===== src/source/dispatch_pkg.sv =====
// Shared constants for the PID dispatch stage

package dispatch_pkg;

   // ------------------------------
   // Sample and channel widths
   // ------------------------------

   // Width of an ADC source number
   localparam int w_src = 5;

   // Width of one ADC sample word
   localparam int w_data = 18;

   // Number of output channels served by the dispatcher
   localparam int n_chan = 8;

   // Width of a channel number, the null channel adds one bit on top
   localparam int w_chan = 3;

   // A source-select entry carries one extra bit so it can name no source at all
   localparam int w_sel = w_src + 1;

   // Source select that matches no incoming source
   localparam logic [w_src:0] null_src = {1'b1, {w_src{1'b0}}};

   // Decoder result meaning that no unsent routed channel is left
   localparam logic [w_chan:0] null_chan = {1'b1, {w_chan{1'b0}}};

   // ------------------------------
   // Input FIFO
   // ------------------------------

   // Number of queued samples before overflow
   localparam int fifo_depth = 16;

   // Pointer width into the circular buffer
   localparam int w_ptr = $clog2(fifo_depth);

   // Occupancy counter needs one more bit to reach fifo_depth
   localparam int w_count = w_ptr + 1;

   // ------------------------------
   // Configuration port
   // ------------------------------

   localparam int w_wr_addr = 16;
   localparam int w_wr_data = 16;

   // Register address that writes a channel's source select
   localparam logic [w_wr_addr-1:0] src_sel_addr = 16'd1;

   // Register address that writes a channel's enable bit
   localparam logic [w_wr_addr-1:0] chan_en_addr = 16'd2;

endpackage

===== src/source/dispatch_top.sv =====
`timescale 1ns/1ps

// Dispatch stage in front of the multichannel PID pipeline
// Samples queue in the FIFO, the routing memory says which channels want
// each source, and the dispatcher turns every sample into instructions
module dispatch_top import dispatch_pkg::*; (
   input  logic                 clk_in,
   input  logic                 rst_n,
   input  logic                 dv_in,
   input  logic [w_src-1:0]     src_in,
   input  logic [w_data-1:0]    data_in,
   input  logic                 wr_en,
   input  logic [w_wr_addr-1:0] wr_addr,
   input  logic [w_chan-1:0]    wr_chan,
   input  logic [w_wr_data-1:0] wr_data,
   output logic                 dv_out,
   output logic [w_chan:0]      chan_out,
   output logic [w_data-1:0]    data_out,
   output logic                 overflow
);

   // ------------------------------
   // FIFO to dispatcher
   // ------------------------------

   logic              fifo_valid;
   logic              fifo_pop;
   logic [w_src-1:0]  fifo_src;
   logic [w_data-1:0] fifo_data;

   // Routing memory to dispatcher
   logic [n_chan*w_sel-1:0] src_sel_flat;
   logic [n_chan-1:0]       chan_en;

   sample_fifo u_fifo (
      .clk_in    (clk_in),
      .rst_n     (rst_n),
      .push      (dv_in),
      .push_src  (src_in),
      .push_data (data_in),
      .pop       (fifo_pop),
      .valid     (fifo_valid),
      .head_src  (fifo_src),
      .head_data (fifo_data),
      .overflow  (overflow)
   );

   route_config u_config (
      .clk_in       (clk_in),
      .rst_n        (rst_n),
      .wr_en        (wr_en),
      .wr_addr      (wr_addr),
      .wr_chan      (wr_chan),
      .wr_data      (wr_data),
      .src_sel_flat (src_sel_flat),
      .chan_en      (chan_en)
   );

   instr_dispatch u_dispatch (
      .clk_in       (clk_in),
      .rst_n        (rst_n),
      .fifo_valid   (fifo_valid),
      .fifo_src     (fifo_src),
      .fifo_data    (fifo_data),
      .src_sel_flat (src_sel_flat),
      .chan_en      (chan_en),
      .fifo_pop     (fifo_pop),
      .dv_out       (dv_out),
      .chan_out     (chan_out),
      .data_out     (data_out)
   );

endmodule


===== src/source/instr_dispatch.sv =====
`timescale 1ns/1ps

// Channel decoder for the PID pipeline
// For the sample at the head of the FIFO it issues one instruction per
// output channel routed to that sample's source, lowest channel first, and
// pops the sample once no unsent routed channel is left
module instr_dispatch import dispatch_pkg::*; (
   input  logic                    clk_in,
   input  logic                    rst_n,
   input  logic                    fifo_valid,
   input  logic [w_src-1:0]        fifo_src,
   input  logic [w_data-1:0]       fifo_data,
   input  logic [n_chan*w_sel-1:0] src_sel_flat,
   input  logic [n_chan-1:0]       chan_en,
   output logic                    fifo_pop,
   output logic                    dv_out,
   output logic [w_chan:0]         chan_out,
   output logic [w_data-1:0]       data_out
);

   // ------------------------------
   // Channel match
   // ------------------------------

   // Channels already served for the current head sample
   logic [n_chan-1:0] sent;

   // Channels routed to the head's source and not yet served
   logic [n_chan-1:0] pending;

   logic [w_chan:0]   next_chan;
   logic [w_chan-1:0] next_idx;
   logic              found;

   // The head source is widened with a zero top bit, so null_src never matches
   always_comb begin
      for (int i = 0; i < n_chan; i++) begin
         pending[i] = (src_sel_flat[i*w_sel +: w_sel] == {1'b0, fifo_src}) && !sent[i];
      end
   end

   // Priority encoder, walking down so the lowest pending channel wins
   always_comb begin
      next_chan = null_chan;
      for (int i = n_chan - 1; i >= 0; i--) begin
         if (pending[i]) begin
            next_chan = (w_chan + 1)'(i);
         end
      end
   end

   // The top bit is only set for null_chan
   assign found    = !next_chan[w_chan];
   assign next_idx = next_chan[w_chan-1:0];

   // Nothing left to send for a valid head, so the FIFO drops it on the next edge
   assign fifo_pop = fifo_valid && !found;

   // ------------------------------
   // Decision register
   // ------------------------------

   always_ff @(posedge clk_in) begin
      if (!rst_n) begin
         sent     <= '0;
         dv_out   <= 1'b0;
         chan_out <= null_chan;
      end else if (fifo_valid && found) begin
         // A disabled channel burns this cycle without a strobe
         sent[next_idx] <= 1'b1;
         dv_out         <= chan_en[next_idx];
         chan_out       <= next_chan;
      end else begin
         // An empty queue or a pop cycle leaves the map clear and the output idle
         sent     <= '0;
         dv_out   <= 1'b0;
         chan_out <= null_chan;
      end
   end

   // Sample word follows the instruction it belongs to
   always_ff @(posedge clk_in) begin
      if (fifo_valid && found) begin
         data_out <= fifo_data;
      end
   end

endmodule


===== src/source/route_config.sv =====
`timescale 1ns/1ps

// Per-channel routing memory
// Each output channel holds the source it listens to and an enable bit
module route_config import dispatch_pkg::*; (
   input  logic                    clk_in,
   input  logic                    rst_n,
   input  logic                    wr_en,
   input  logic [w_wr_addr-1:0]    wr_addr,
   input  logic [w_chan-1:0]       wr_chan,
   input  logic [w_wr_data-1:0]    wr_data,
   output logic [n_chan*w_sel-1:0] src_sel_flat,
   output logic [n_chan-1:0]       chan_en
);

   // ------------------------------
   // Source select memory
   // ------------------------------

   logic [w_src:0] src_sel [n_chan];

   // Address decode for the two register kinds
   logic sel_wr;
   logic en_wr;

   assign sel_wr = wr_en && (wr_addr == src_sel_addr);
   assign en_wr  = wr_en && (wr_addr == chan_en_addr);

   // All channels start out routed to nothing
   always_ff @(posedge clk_in) begin
      if (!rst_n) begin
         for (int i = 0; i < n_chan; i++) begin
            src_sel[i] <= null_src;
         end
      end else if (sel_wr) begin
         // Only the low w_src+1 bits of the write word are kept
         src_sel[wr_chan] <= wr_data[w_src:0];
      end
   end

   // ------------------------------
   // Enable bits
   // ------------------------------

   // A disabled channel still takes its slot in the dispatcher
   always_ff @(posedge clk_in) begin
      if (!rst_n) begin
         chan_en <= '0;
      end else if (en_wr) begin
         chan_en[wr_chan] <= wr_data[0];
      end
   end

   // Flatten the select array so it can cross the port as one vector
   always_comb begin
      for (int i = 0; i < n_chan; i++) begin
         src_sel_flat[i*w_sel +: w_sel] = src_sel[i];
      end
   end

endmodule


===== src/source/sample_fifo.sv =====
`timescale 1ns/1ps

// Show-ahead FIFO for incoming ADC samples
// The head entry is visible on head_src and head_data whenever valid is high
module sample_fifo import dispatch_pkg::*; (
   input  logic              clk_in,
   input  logic              rst_n,
   input  logic              push,
   input  logic [w_src-1:0]  push_src,
   input  logic [w_data-1:0] push_data,
   input  logic              pop,
   output logic              valid,
   output logic [w_src-1:0]  head_src,
   output logic [w_data-1:0] head_data,
   output logic              overflow
);

   // ------------------------------
   // Storage and pointers
   // ------------------------------

   // Source and data of each entry are kept side by side
   logic [w_src-1:0]  mem_src  [fifo_depth];
   logic [w_data-1:0] mem_data [fifo_depth];

   logic [w_ptr-1:0]   wr_ptr;
   logic [w_ptr-1:0]   rd_ptr;
   logic [w_count-1:0] count;

   logic full;
   logic do_push;
   logic do_pop;

   assign full  = (count == w_count'(fifo_depth));
   assign valid = (count != '0);

   // A push into a full buffer is dropped, the pop side never sees it
   assign do_push = push && !full;

   // Popping an empty buffer does nothing
   assign do_pop = pop && valid;

   // Head of the queue is read straight out of the array
   assign head_src  = mem_src[rd_ptr];
   assign head_data = mem_data[rd_ptr];

   // ------------------------------
   // Write side
   // ------------------------------

   always_ff @(posedge clk_in) begin
      if (do_push) begin
         mem_src[wr_ptr]  <= push_src;
         mem_data[wr_ptr] <= push_data;
      end
   end

   // Pointers wrap naturally since fifo_depth is a power of two
   always_ff @(posedge clk_in) begin
      if (!rst_n) begin
         wr_ptr <= '0;
         rd_ptr <= '0;
         count  <= '0;
      end else begin
         if (do_push) begin
            wr_ptr <= wr_ptr + 1'b1;
         end
         if (do_pop) begin
            rd_ptr <= rd_ptr + 1'b1;
         end
         // Push and pop together leave the occupancy unchanged
         if (do_push && !do_pop) begin
            count <= count + 1'b1;
         end else if (do_pop && !do_push) begin
            count <= count - 1'b1;
         end
      end
   end

   // Overflow is sticky until the next reset
   always_ff @(posedge clk_in) begin
      if (!rst_n) begin
         overflow <= 1'b0;
      end else if (push && full) begin
         overflow <= 1'b1;
      end
   end

endmodule


===== config.mk =====
export PLATFORM = sky130hd
export DESIGN_NAME = dispatch_top
export DESIGN_NICKNAME = d
export VERILOG_FILES = /design/src/source/dispatch_pkg.sv /design/src/source/dispatch_top.sv /design/src/source/instr_dispatch.sv /design/src/source/route_config.sv /design/src/source/sample_fifo.sv
export SDC_FILE = /design/constraint.sdc
export NUM_CORES = 1
export LEC_CHECK = 0
export BUFFER_PORTS_ARGS = -buffer_cell sky130_fd_sc_hd__buf_2
export CAP_MARGIN = 10
export CORE_ASPECT_RATIO = 0.6
export CORE_UTILIZATION = 55
export CTS_CLUSTER_DIAMETER = 120
export CTS_CLUSTER_SIZE = 20
export DETAILED_ROUTE_END_ITERATION = 6
export PLACE_DENSITY = 0.74
export SLEW_MARGIN = 30
export SYNTH_ARGS = -nofsm -noshare
export SYNTH_HDL_FRONTEND = slang
export SYNTH_SLANG_ARGS = --single-unit

===== constraint.sdc =====
create_clock -name clk_in -period 4.5 [get_ports clk_in]
set_input_delay 0.45 -clock clk_in [delete_from_list [all_inputs] [get_ports clk_in]]
set_output_delay 0.45 -clock clk_in [all_outputs]
set_load 0.01 [all_outputs]

==> results.yml, run 1 <==
status:
  status: "finished, final reports clean"
place:
  dp.final_hpwl_um: 25700
  port_buffers: 75
  gp_congestion: 0.822
synthesis:
  yosys_warnings: 0
  avgSynthCellArea_um2: 16.5
  ys_types: 59
  synth_top_cell_area_share_pct: 67.9
  yosys.area.top_type: "edfxtp_1"
  synth-edff-count: 434
  syn_inst: 1164
  yosysSeqAreaShare_pct: 72.0
  synthTopCellsByArea: "edfxtp_1 68%, mux2i_1 5.5%, mux4_2 5.5%, dfxtp_1 4.1%, and2_1 1.7%"
  syn_area_um2: 19200
  ys_ff_latch: 473
  async_flop_share_pct: 0
  synth_ff_type: "edfxtp_1"
  syn_nets: 1237
floorplan:
  initial_utilization_pct: 56.4
  dieWidth_um: 243
  dieArea_um2: 35700
  pin_count: 86
  die_h_um: 147
  core_area_um2: 34000
  num_rows: 52
final_layout:
  layout-drive-gt1-share_pct: 19.9
  syn_to_final_growth_pct: 11.3
  layout_commonest_cell: "edfxtp_1"
  layout_common_cells: "434 x edfxtp_1, 105 x mux2i_1, 79 x nand2_1, 75 x buf_2, 52 x and2_1"
  nets: 1344
  final_core_utilization_pct: 62.8
cts:
  cts_buffer_depth: 3
  cts_tree: "built"
  htreeDepth: 1
  root_buffer: "clkbuf_16"
  cts_sinks: 473
  cts_buffers: 27
  hold_buffers: 0
  clock_latency_ns: 0.58
  path_clk_slew_ns: 0.09
setup_path:
  critPathSlowestCell: "mux4_2"
  cp.required_ns: 5.02
  max_stage_delay_ns: 0.51
  path_class: "register to register"
  critPathLaunchType: "register"
  crit_path_end_kind: "register"
  rr_worst_depth: 18
  crit_fanout: 16
  crit_chain: "buf_12, mux2i_1, mux4_2, mux2i_4, buf_12, xor2_1, or3_1, nor4_2, nor2_2, nand4_2, ha_2, inv_1, ha_1, a21o_1, a21oi_1, xnor2_1, or3_1, a21boi_1"
  arrival_ns: 4.78
global_route:
  grt_pass1_vias: 10200
  grt_max_degree: 78
  grt_pass1_wl_um: 61900
  grt.total_usage_pct: 23.2
  antenna_found_initial: 0
  grt_overflow: 0
sta:
  clock_skew_ns: 0.0302
  fin_crit_ns: 4.26
  slew_headroom_pct: 36.0
  period_share_pct: 94.7
  setup_viol: 0
  fmax_ghz: 0.235
  hold_viol: 0
  setup_tns_ns: 0
  drv_slew: 0
  tightest_slew_ns: 0.950
  grt_setup_unrepaired: "false"
power:
  finalPower_mw: 10.2
  irDropWorstVdd_mv: 0.415
  cellLeakagePower_nw: 7.02
  power_density_nw_per_um2: 477
routing:
  routed_via_density: 5.99
  drc: 0
  num_vias: 10500
  wl_per_cell_um: 23.6
  wl_um: 41400
  drtIter0Drc: 1070
  drtPass1Iterations: 5
  postRouteAntennaNets: 0
min_path:
  whs_path_depth: 3
  hold_path.class: "input pin to register"
flow_run:
  maxCapViolations: 0
[cell families (layout without fill, tap and decap cells)]
family / count (synthesis) / count (layout) / share of synthesized area [%]
mux: 166 / 166 / 11.9
fa+ha+maj: 11 / 11 / 0.756
simple gates: 281 / 281 / 7.84
xor+xnor: 37 / 37 / 1.69
compound gates: 129 / 129 / 4.29
other cells: 0 / 1 / 0
flops: 473 / 473 / 72.0
buf+inv: 67 / 195 / 1.59
[cell usage after synthesis, drive strengths merged, types with 6 or more instances]
| cell | number |
|---|---|
| a21boi | 9 |
| a21oi | 26 |
| a221oi | 19 |
| a22oi | 20 |
| and2 | 52 |
| buf | 19 |
| clkbuf | 35 |
| dfxtp | 39 |
| edfxtp | 434 |
| ha | 10 |
| inv | 13 |
| mux2 | 11 |
| mux2i | 108 |
| mux4 | 47 |
| nand2 | 79 |
| nand2b | 18 |
| nand3 | 9 |
| nand3b | 7 |
| nand4 | 6 |
| nor2 | 45 |
| nor2b | 10 |
| nor3 | 11 |
| nor4 | 12 |
| o21ai | 44 |
| or3 | 21 |
| xnor2 | 12 |
| xor2 | 25 |
[layout make-up]
type                            count  area [um^2]
Multi-Input combinational cell    624         5190
Inverter                           13         48.8
Sequential cell                   473        13800
Clock buffer                       48          754
Fill cell                        2358        12700
Clock inverter                      2         17.5
Timing Repair Buffer              132          938
Tap cell                          459          574
Antenna cell                        1         2.50
[metrics by stage]
| stage | setup slack (ns) | cells | instance area (um^2) | hold slack [ns] |
|---|---|---|---|---|
| after floorplan | 0.305 | 1164 | 19200 | 0.431 |
| after global placement | 0.165 | 1688 | 20300 | 0.462 |
| after detailed placement | 0.00580 | 1693 | 20400 | 0.475 |
| after CTS | 0.0897 | 1744 | 21200 | 0.127 |
| after global routing | 0.0186 | 1751 | 21400 | 0.188 |
| final | 0.237 | 1752 | 21400 | 0.147 |
[repair_timing]
item | in CTS | in global routing
buffers inserted | 1 | 6
setup endpoints to repair | 1 | 1
cloned | 0 | 1
gates resized for setup | 1 | 12
pin swaps | 0 | 5
[power by group]
part           internal (mW)  total (mW)  leakage, nW  switching [mW]
Combinational           1.14        2.52         2.39            1.38
Clock                   1.14        2.49        0.367            1.35
Sequential              5.05        5.18         4.27           0.133
[sequential cells by signal (all words and copies together) (netlist names), named ones only]
signal / flops
u_dispatch.dv_out: 1
u_fifo.wr_ptr: 4
u_fifo.rd_ptr: 4
u_fifo.mem_data: 288
u_dispatch.sent: 8
u_fifo.mem_src: 80
u_fifo.overflow: 1
u_dispatch.chan_out: 4
u_config.src_sel: 48
u_dispatch.data_out: 18
u_config.chan_en: 8
u_fifo.count: 5
[per-layer routing]
| metal | vias to the layer above | global-route usage [%] | wire [um] |
|---|---|---|---|
| met5 | - | 0 | 0 |
| met1 | 5353 | 38.1 | 19500 |
| met4 | 0 | 3.81 | 651 |
| li1 | 4697 | - | - |
| met2 | 406 | 33.2 | 17800 |
| met3 | 47 | 3.78 | 3450 |
[worst max-delay path, delay by kind of cell, from the launching register on]
family / cells / cell delay, ns
flip-flops: 1 / 0.41
multiplexers: 3 / 0.80
AND/OR/NAND/NOR: 5 / 1.33
adder cells (fa/ha/maj): 2 / 0.54
buffers and inverters: 3 / 0.46
XOR/XNOR: 2 / 0.15
AO/OA/AOI/OAI: 3 / 0.47
[worst paths after layout]
path	startpoint	end	slack [ns]
worst max-delay path	register	u_fifo.count[4]	0.24
worst min-delay path	dv_in	u_fifo.overflow	0.15
worst max register to register	register	u_fifo.count[4]	0.24
worst min register to register	u_config.chan_en[1]	u_config.chan_en[1]	0.48
Power figures use the tool's default switching activity.
==> run 2, diff against run 1 <==
RECOVER_POWER = 100   (was unset)
==> run 2 against run 1 <==
The flow now finishes with violations (max-capacitance violations, max-slew violations). Sequential power about the same. Critical path type unchanged. Clock power is essentially flat. Largest power group unchanged. Via count rose by 0.79%. Setup slack got worse by 0.014 ns. Global-route usage did not move. Combinational power is 2% lower. Die area is the same.
==> results.yml, run 2 (synthesized netlist as in run 1, its figures left out) <==
status:
  status: "complete, but fails checks"
  violations: "max-capacitance violations, max-slew violations"
global_route:
  grt_pass1_vias: 10200
  grt_pass1_wl_um: 61900
  antenna_found_initial: 0
  grt_overflow: 0
  grt_max_degree: 78
  grt.total_usage_pct: 23.2
power:
  p_int_mw: 7.29
  seqPwrFrac_pct: 51.2
  power_density_nw_per_um2: 481
  irDropWorstVdd_mv: 0.412
  power.share.switching_pct: 28.1
  combPwrFrac_pct: 24.3
  cellLeakagePower_nw: 6.73
  switchingPower_mw: 2.84
  clkPwrFrac_pct: 24.5
sta:
  setup_ws_ns: 0.223
  fmax_ghz: 0.234
  drv_slew: 101
  clock_skew_ns: 0.0277
  period_share_pct: 95.0
  slew_headroom_pct: -32.4
  fin_crit_ns: 4.28
  hold_viol: 0
  setup_tns_ns: 0
  setup_viol: 0
  grt_setup_unrepaired: "false"
  tightest_slew_ns: 1.99
place:
  pre_cts_slack_ns: 0.00580
  port_buffers: 75
  dp.final_hpwl_um: 25700
  gp_congestion: 0.822
  dp.cells: 1693
floorplan:
  pin_count: 86
  die_h_um: 147
  dieArea_um2: 35700
  core_area_um2: 34000
  dieWidth_um: 243
  initial_utilization_pct: 56.4
  num_rows: 52
setup_path:
  arrival_ns: 4.79
  crit_fanout: 16
  cp.required_ns: 5.01
  path_class: "register to register"
  crit_path_end_kind: "register"
  critPathLaunchType: "register"
cts:
  clock_latency_ns: 0.58
  path_clk_slew_ns: 0.08
  htreeDepth: 1
  cts_sinks: 473
  cts_tree: "built"
  hold_buffers: 0
  cts_buffers: 27
  cts_buffer_depth: 3
  root_buffer: "clkbuf_16"
final_layout:
  fin_cells: 1751
  largest_reg_flops: 288
  nets: 1344
  diodes: 0
  final_core_utilization_pct: 61.9
  multi_input_area_um2: 5120
  n_fill_cell: 2437
  largest_register: "u_fifo.mem_data"
  layout_commonest_cell: "edfxtp_1"
  layout-drive-gt1-share_pct: 13.4
  syn_to_final_growth_pct: 9.69
  layout_common_cells: "434 x edfxtp_1, 105 x mux2i_1, 87 x clkbuf_1, 79 x nand2_1, 47 x mux4_2"
  top_regs: "u_fifo.mem_data (288), u_fifo.mem_src (80), u_config.src_sel (48)"
  ff_latch_area_um2: 13800
min_path:
  hold_start: "dv_in"
  hold_path.class: "input pin to register"
routing:
  postRouteAntennaNets: 0
  num_vias: 10600
  wl_per_cell_um: 23.7
  wl_um: 41500
  drc: 0
  drtPass1Iterations: 5
  drtIter0Drc: 1218
  routed_via_density: 6.05
flow_run:
  maxCapViolations: 4
[run 2: cell types whose count changed in the layout (fill, tap and decap cells not counted), moves of 7 or more]
cell	previous run	this run
and2_0	0	33
nor2_1	31	42
and2_1	52	19
clkbuf_2	0	9
buf_2	75	28
nor2_2	9	2
clkbuf_1	21	87
buf_4	47	24
[run 2: final timing paths]
check | slack [ns] | depth (start not counted) | endpoint
setup / recovery | 0.22 | 18 | u_fifo.count[4]
hold / removal | 0.15 | 3 | u_fifo.overflow
setup reg to reg | 0.22 | 18 | u_fifo.count[4]
hold reg to reg | 0.48 | 2 | u_config.chan_en[1]
[run 2: what timing repair did]
action | CTS | global route
pin swaps | 0 | 5
endpoints found under the hold margin | 0 | 0
resized for setup | 1 | 12
cloned | 0 | 1
setup endpoints to repair | 1 | 1
setup buffers | 1 | 6
[run 2: power by group through the flow]
| stage | Combinational (mW) | Sequential (mW) | Clock [mW] |
|---|---|---|---|
| global placement | 2.35 | 5.26 | 0 |
| detailed placement | 2.41 | 5.27 | 0 |
| finish | 2.46 | 5.18 | 2.49 |
| global route | 2.67 | 5.20 | 2.68 |
| floorplan | 1.70 | 5.24 | 0 |
| CTS | 2.44 | 5.18 | 2.53 |
[run 2: stage by stage]
stage	hold WS (ns)	instance area [um^2]	power, mW
final	0.149	21100	10.1
after global routing	0.188	21100	10.6
after CTS	0.127	21200	10.2
after detailed placement	0.475	20400	7.69
after global placement	0.462	20300	7.62
after floorplan	0.431	19200	6.94
[run 2: layout make-up]
| type | count | area share (%) |
|---|---|---|
| inverter | 13 | 0.232 |
| timing repair buffer | 132 | 3.41 |
| tap | 459 | 2.73 |
| clock inverter | 2 | 0.0832 |
| multi-input combinational | 624 | 24.3 |
| sequential | 473 | 65.7 |
| clock buffer | 48 | 3.58 |
[run 2: critical path, cell delays in order, from the launching register on]
cell and delay (ns):
dfxtp_4 0.41, buf_12 0.19, mux2i_1 0.10, mux4_2 0.51, mux2i_4 0.20, buf_12 0.16, xor2_1 0.06, or3_1 0.31
nor4_2 0.42, nor2_1 0.15, nand4_2 0.15, ha_2 0.23, inv_1 0.11, ha_1 0.31, a21o_1 0.16, a21oi_1 0.16
xnor2_1 0.09, or3_1 0.30, a21boi_1 0.15
[run 2: metal layers]
layer,track usage [%],vias up,wire length [um]
met4,3.81,0,570
met1,38.1,5401,19500
met5,0,-,0
met3,3.78,38,3480
met2,33.2,455,17900
li1,-,4692,-
==> run 3, diff against run 2 <==
PLACE_DENSITY = 0.79   (was 0.74)
SYNTH_HIERARCHICAL = 1   (was unset)
==> run 3 against run 2 <==
The flow still finishes with violations (max-capacitance violations, max-slew violations). Design area decreased by 0.35%. Combinational power increased by 14%. Worst hold slack improved by 0.047 ns. Routed wire length decreased by 4.8%. Clock power decreased by 2%.
==> results.yml, run 3 <==
global_route:
  antenna_found_initial: 0
  grt_max_degree: 39
  grt_pass1_vias: 9453
  grt.total_usage_pct: 22.5
  grt_pass1_wl_um: 58300
  grt_overflow: 0
floorplan:
  die_h_um: 145
  num_rows: 52
  dieWidth_um: 241
  pin_count: 86
  core_area_um2: 33800
  dieArea_um2: 35100
  initial_utilization_pct: 55.9
synthesis:
  avgSynthCellArea_um2: 19.1
  synthTopCellsByArea: "edfxtp_1 69%, mux4_2 11%, dfxtp_1 4.1%, a22oi_1 1.8%, and2_1 1.7%"
  syn_nets: 1058
  yosys.area.top_type: "edfxtp_1"
  yosysMostFrequentCell: "edfxtp_1"
  ys_types: 57
  syn_area_um2: 18900
  async_flop_share_pct: 0
  syn_inst: 986
  synth-edff-count: 434
  ys_ff_latch: 473
  synth_top_cell_area_share_pct: 69.1
  synth_ff_type: "edfxtp_1"
  yosys_warnings: 6
  synth_commonest_cells: "434 x edfxtp_1, 92 x mux4_2, 50 x and2_1"
  yosysSeqAreaShare_pct: 73.2
routing:
  wl_um: 39500
  routed_via_density: 6.09
  wl_met2_um: 17900
  drtIter0Drc: 1124
  drc: 0
  wl_met3_um: 3490
  postRouteAntennaNets: 0
  met1Wirelength_um: 17300
  dr.max_layer_used: "met4"
  drtPass1Iterations: 5
  num_vias: 9741
  wl_per_cell_um: 24.7
sta:
  clock_skew_ns: 0.0106
  hold_ws_ns: 0.196
  slew_headroom_pct: -32.8
  hold_viol: 0
  drv_slew: 57
  setup_viol: 0
  period_share_pct: 98.4
  fin_crit_ns: 4.43
  tightest_slew_ns: 1.99
  fmax_ghz: 0.226
  setup_tns_ns: 0
place:
  dp.cells: 1534
  dp.final_hpwl_um: 23200
  port_buffers: 75
  gp_congestion: 0.845
  place_area_um2: 20200
power:
  seqPwrFrac_pct: 49.6
  clkPwrFrac_pct: 23.5
  power_density_nw_per_um2: 497
  irDropWorstVdd_mv: 0.363
  cellLeakagePower_nw: 6.61
  p_int_mw: 7.57
  combPwrFrac_pct: 26.9
  power.share.switching_pct: 27.4
  switchingPower_mw: 2.86
final_layout:
  fin_cells: 1600
  layout_commonest_cell: "edfxtp_1"
  nets: 1194
  final_core_utilization_pct: 62.1
  largest_reg_flops: 288
  n_fill_cell: 2302
  top_regs: "u_fifo/mem_data (288), u_fifo/mem_src (80), u_config/src_sel (48)"
  syn_to_final_growth_pct: 11.2
  layout_common_cells: "434 x edfxtp_1, 92 x mux4_2, 70 x clkbuf_1, 63 x buf_4, 42 x nand2_1"
  diodes: 0
  largest_register: "u_fifo/mem_data"
  layout-drive-gt1-share_pct: 25.2
  design_area_um2: 21000
status:
  status: "complete, but fails checks"
  violations: "max-capacitance violations, max-slew violations"
setup_path:
  critPathLaunchType: "register"
  crit_fanout: 5
  arrival_ns: 4.94
  cp.required_ns: 5.01
  crit_path_end_kind: "register"
  path_class: "register to register"
cts:
  root_buffer: "clkbuf_16"
  cts_sinks: 473
  cts_buffers: 27
  cts_tree: "built"
  cts_buffer_depth: 3
  clock_latency_ns: 0.56
  htreeDepth: 1
  path_clk_slew_ns: 0.09
flow_run:
  maxCapViolations: 2
min_path:
  hold_path.class: "input pin to register"
==> run 3: what timing repair did <==
item,CTS,global route
pin swaps,0,15
resized for setup,4,27
buffers inserted,3,14
hold buffers,0,0
gates cloned,0,1
endpoints found under the hold margin,0,0
endpoints found under the setup margin,3,4
==> run 3: cells by family (layout without fill, tap and decap cells) <==
logic type / count (synthesis) / count (layout) / share of synthesized area, %
AO/OA/AOI/OAI: 84 / 84 / 3.52
XOR/XNOR: 46 / 46 / 2.13
adder cells (fa/ha/maj): 10 / 10 / 0.703
buffers and inverters: 50 / 205 / 1.29
flip-flops: 473 / 473 / 73.2
multiplexers: 105 / 105 / 11.7
AND/OR/NAND/NOR: 218 / 218 / 7.49
==> run 3: worst max-delay path, cell delays in order, from the launching register on <==
cell and delay [ns]:
dfxtp_4 0.39, buf_6 0.15, clkbuf_16 0.15, mux4_2 0.50, a22oi_2 0.21, nand2_4 0.13, buf_4 0.17, xnor2_2 0.17
nand4_1 0.12, or4_4 0.55, nand4_4 0.14, nor2_1 0.07, and2_4 0.17, o21ai_4 0.07, ha_4 0.16, inv_2 0.06
ha_1 0.26, a21o_2 0.11, a21oi_1 0.08, or4b_2 0.62, nand3_1 0.09
==> run 3: final timing paths <==
check | from | end | slack (ns) | depth (start not counted)
worst max-delay path | register | u_fifo/count[3] | 0.07 | 20
worst min-delay path | dv_in | u_fifo/overflow | 0.20 | 3
worst max register to register | register | u_fifo/count[3] | 0.07 | 20
worst min register to register | u_config/chan_en[5] | u_config/chan_en[5] | 0.46 | 2
==> run 3: layer usage <==
| metal | vias to the layer above | GRT usage (%) |
|---|---|---|
| met3 | 51 | 3.32 |
| met1 | 5017 | 36.6 |
| li1 | 4223 | - |
| met2 | 450 | 33.0 |
| met4 | 0 | 4.11 |
| met5 | - | 0 |
==> run 3: stage by stage <==
stage | worst slack [ns] | total power [mW]
6_report | 0.0710 | 10.4
5_1_grt | -0.0594 | 10.8
4_1_cts | 0.00282 | 10.3
3_5_place_dp | -0.0931 | 7.84
3_3_place_gp | -0.0369 | 7.77
2_1_floorplan | 0.0439 | 7.05
==> run 3: power by group through the flow <==
stage          Clock, mW  Sequential (mW)  Combinational, mW
6_report            2.45             5.17               2.80
5_1_grt             2.65             5.19               3.01
4_1_cts             2.50             5.17               2.61
3_5_place_dp           0             5.28               2.57
3_3_place_gp           0             5.27               2.50
2_1_floorplan          0             5.25               1.80
==> run 3: cell type report <==
| class | count | area, um^2 | share of cell area, % |
|---|---|---|---|
| flip-flops and latches | 473 | 13800 | 65.9 |
| repair buffers | 151 | 980 | 4.67 |
| multi-input cells | 463 | 4830 | 23.0 |
| clock buffers | 47 | 751 | 3.58 |
| well taps | 459 | 574 | 2.74 |
| inverters | 6 | 22.5 | 0.107 |
| clock inverters | 1 | 8.76 | 0.0417 |
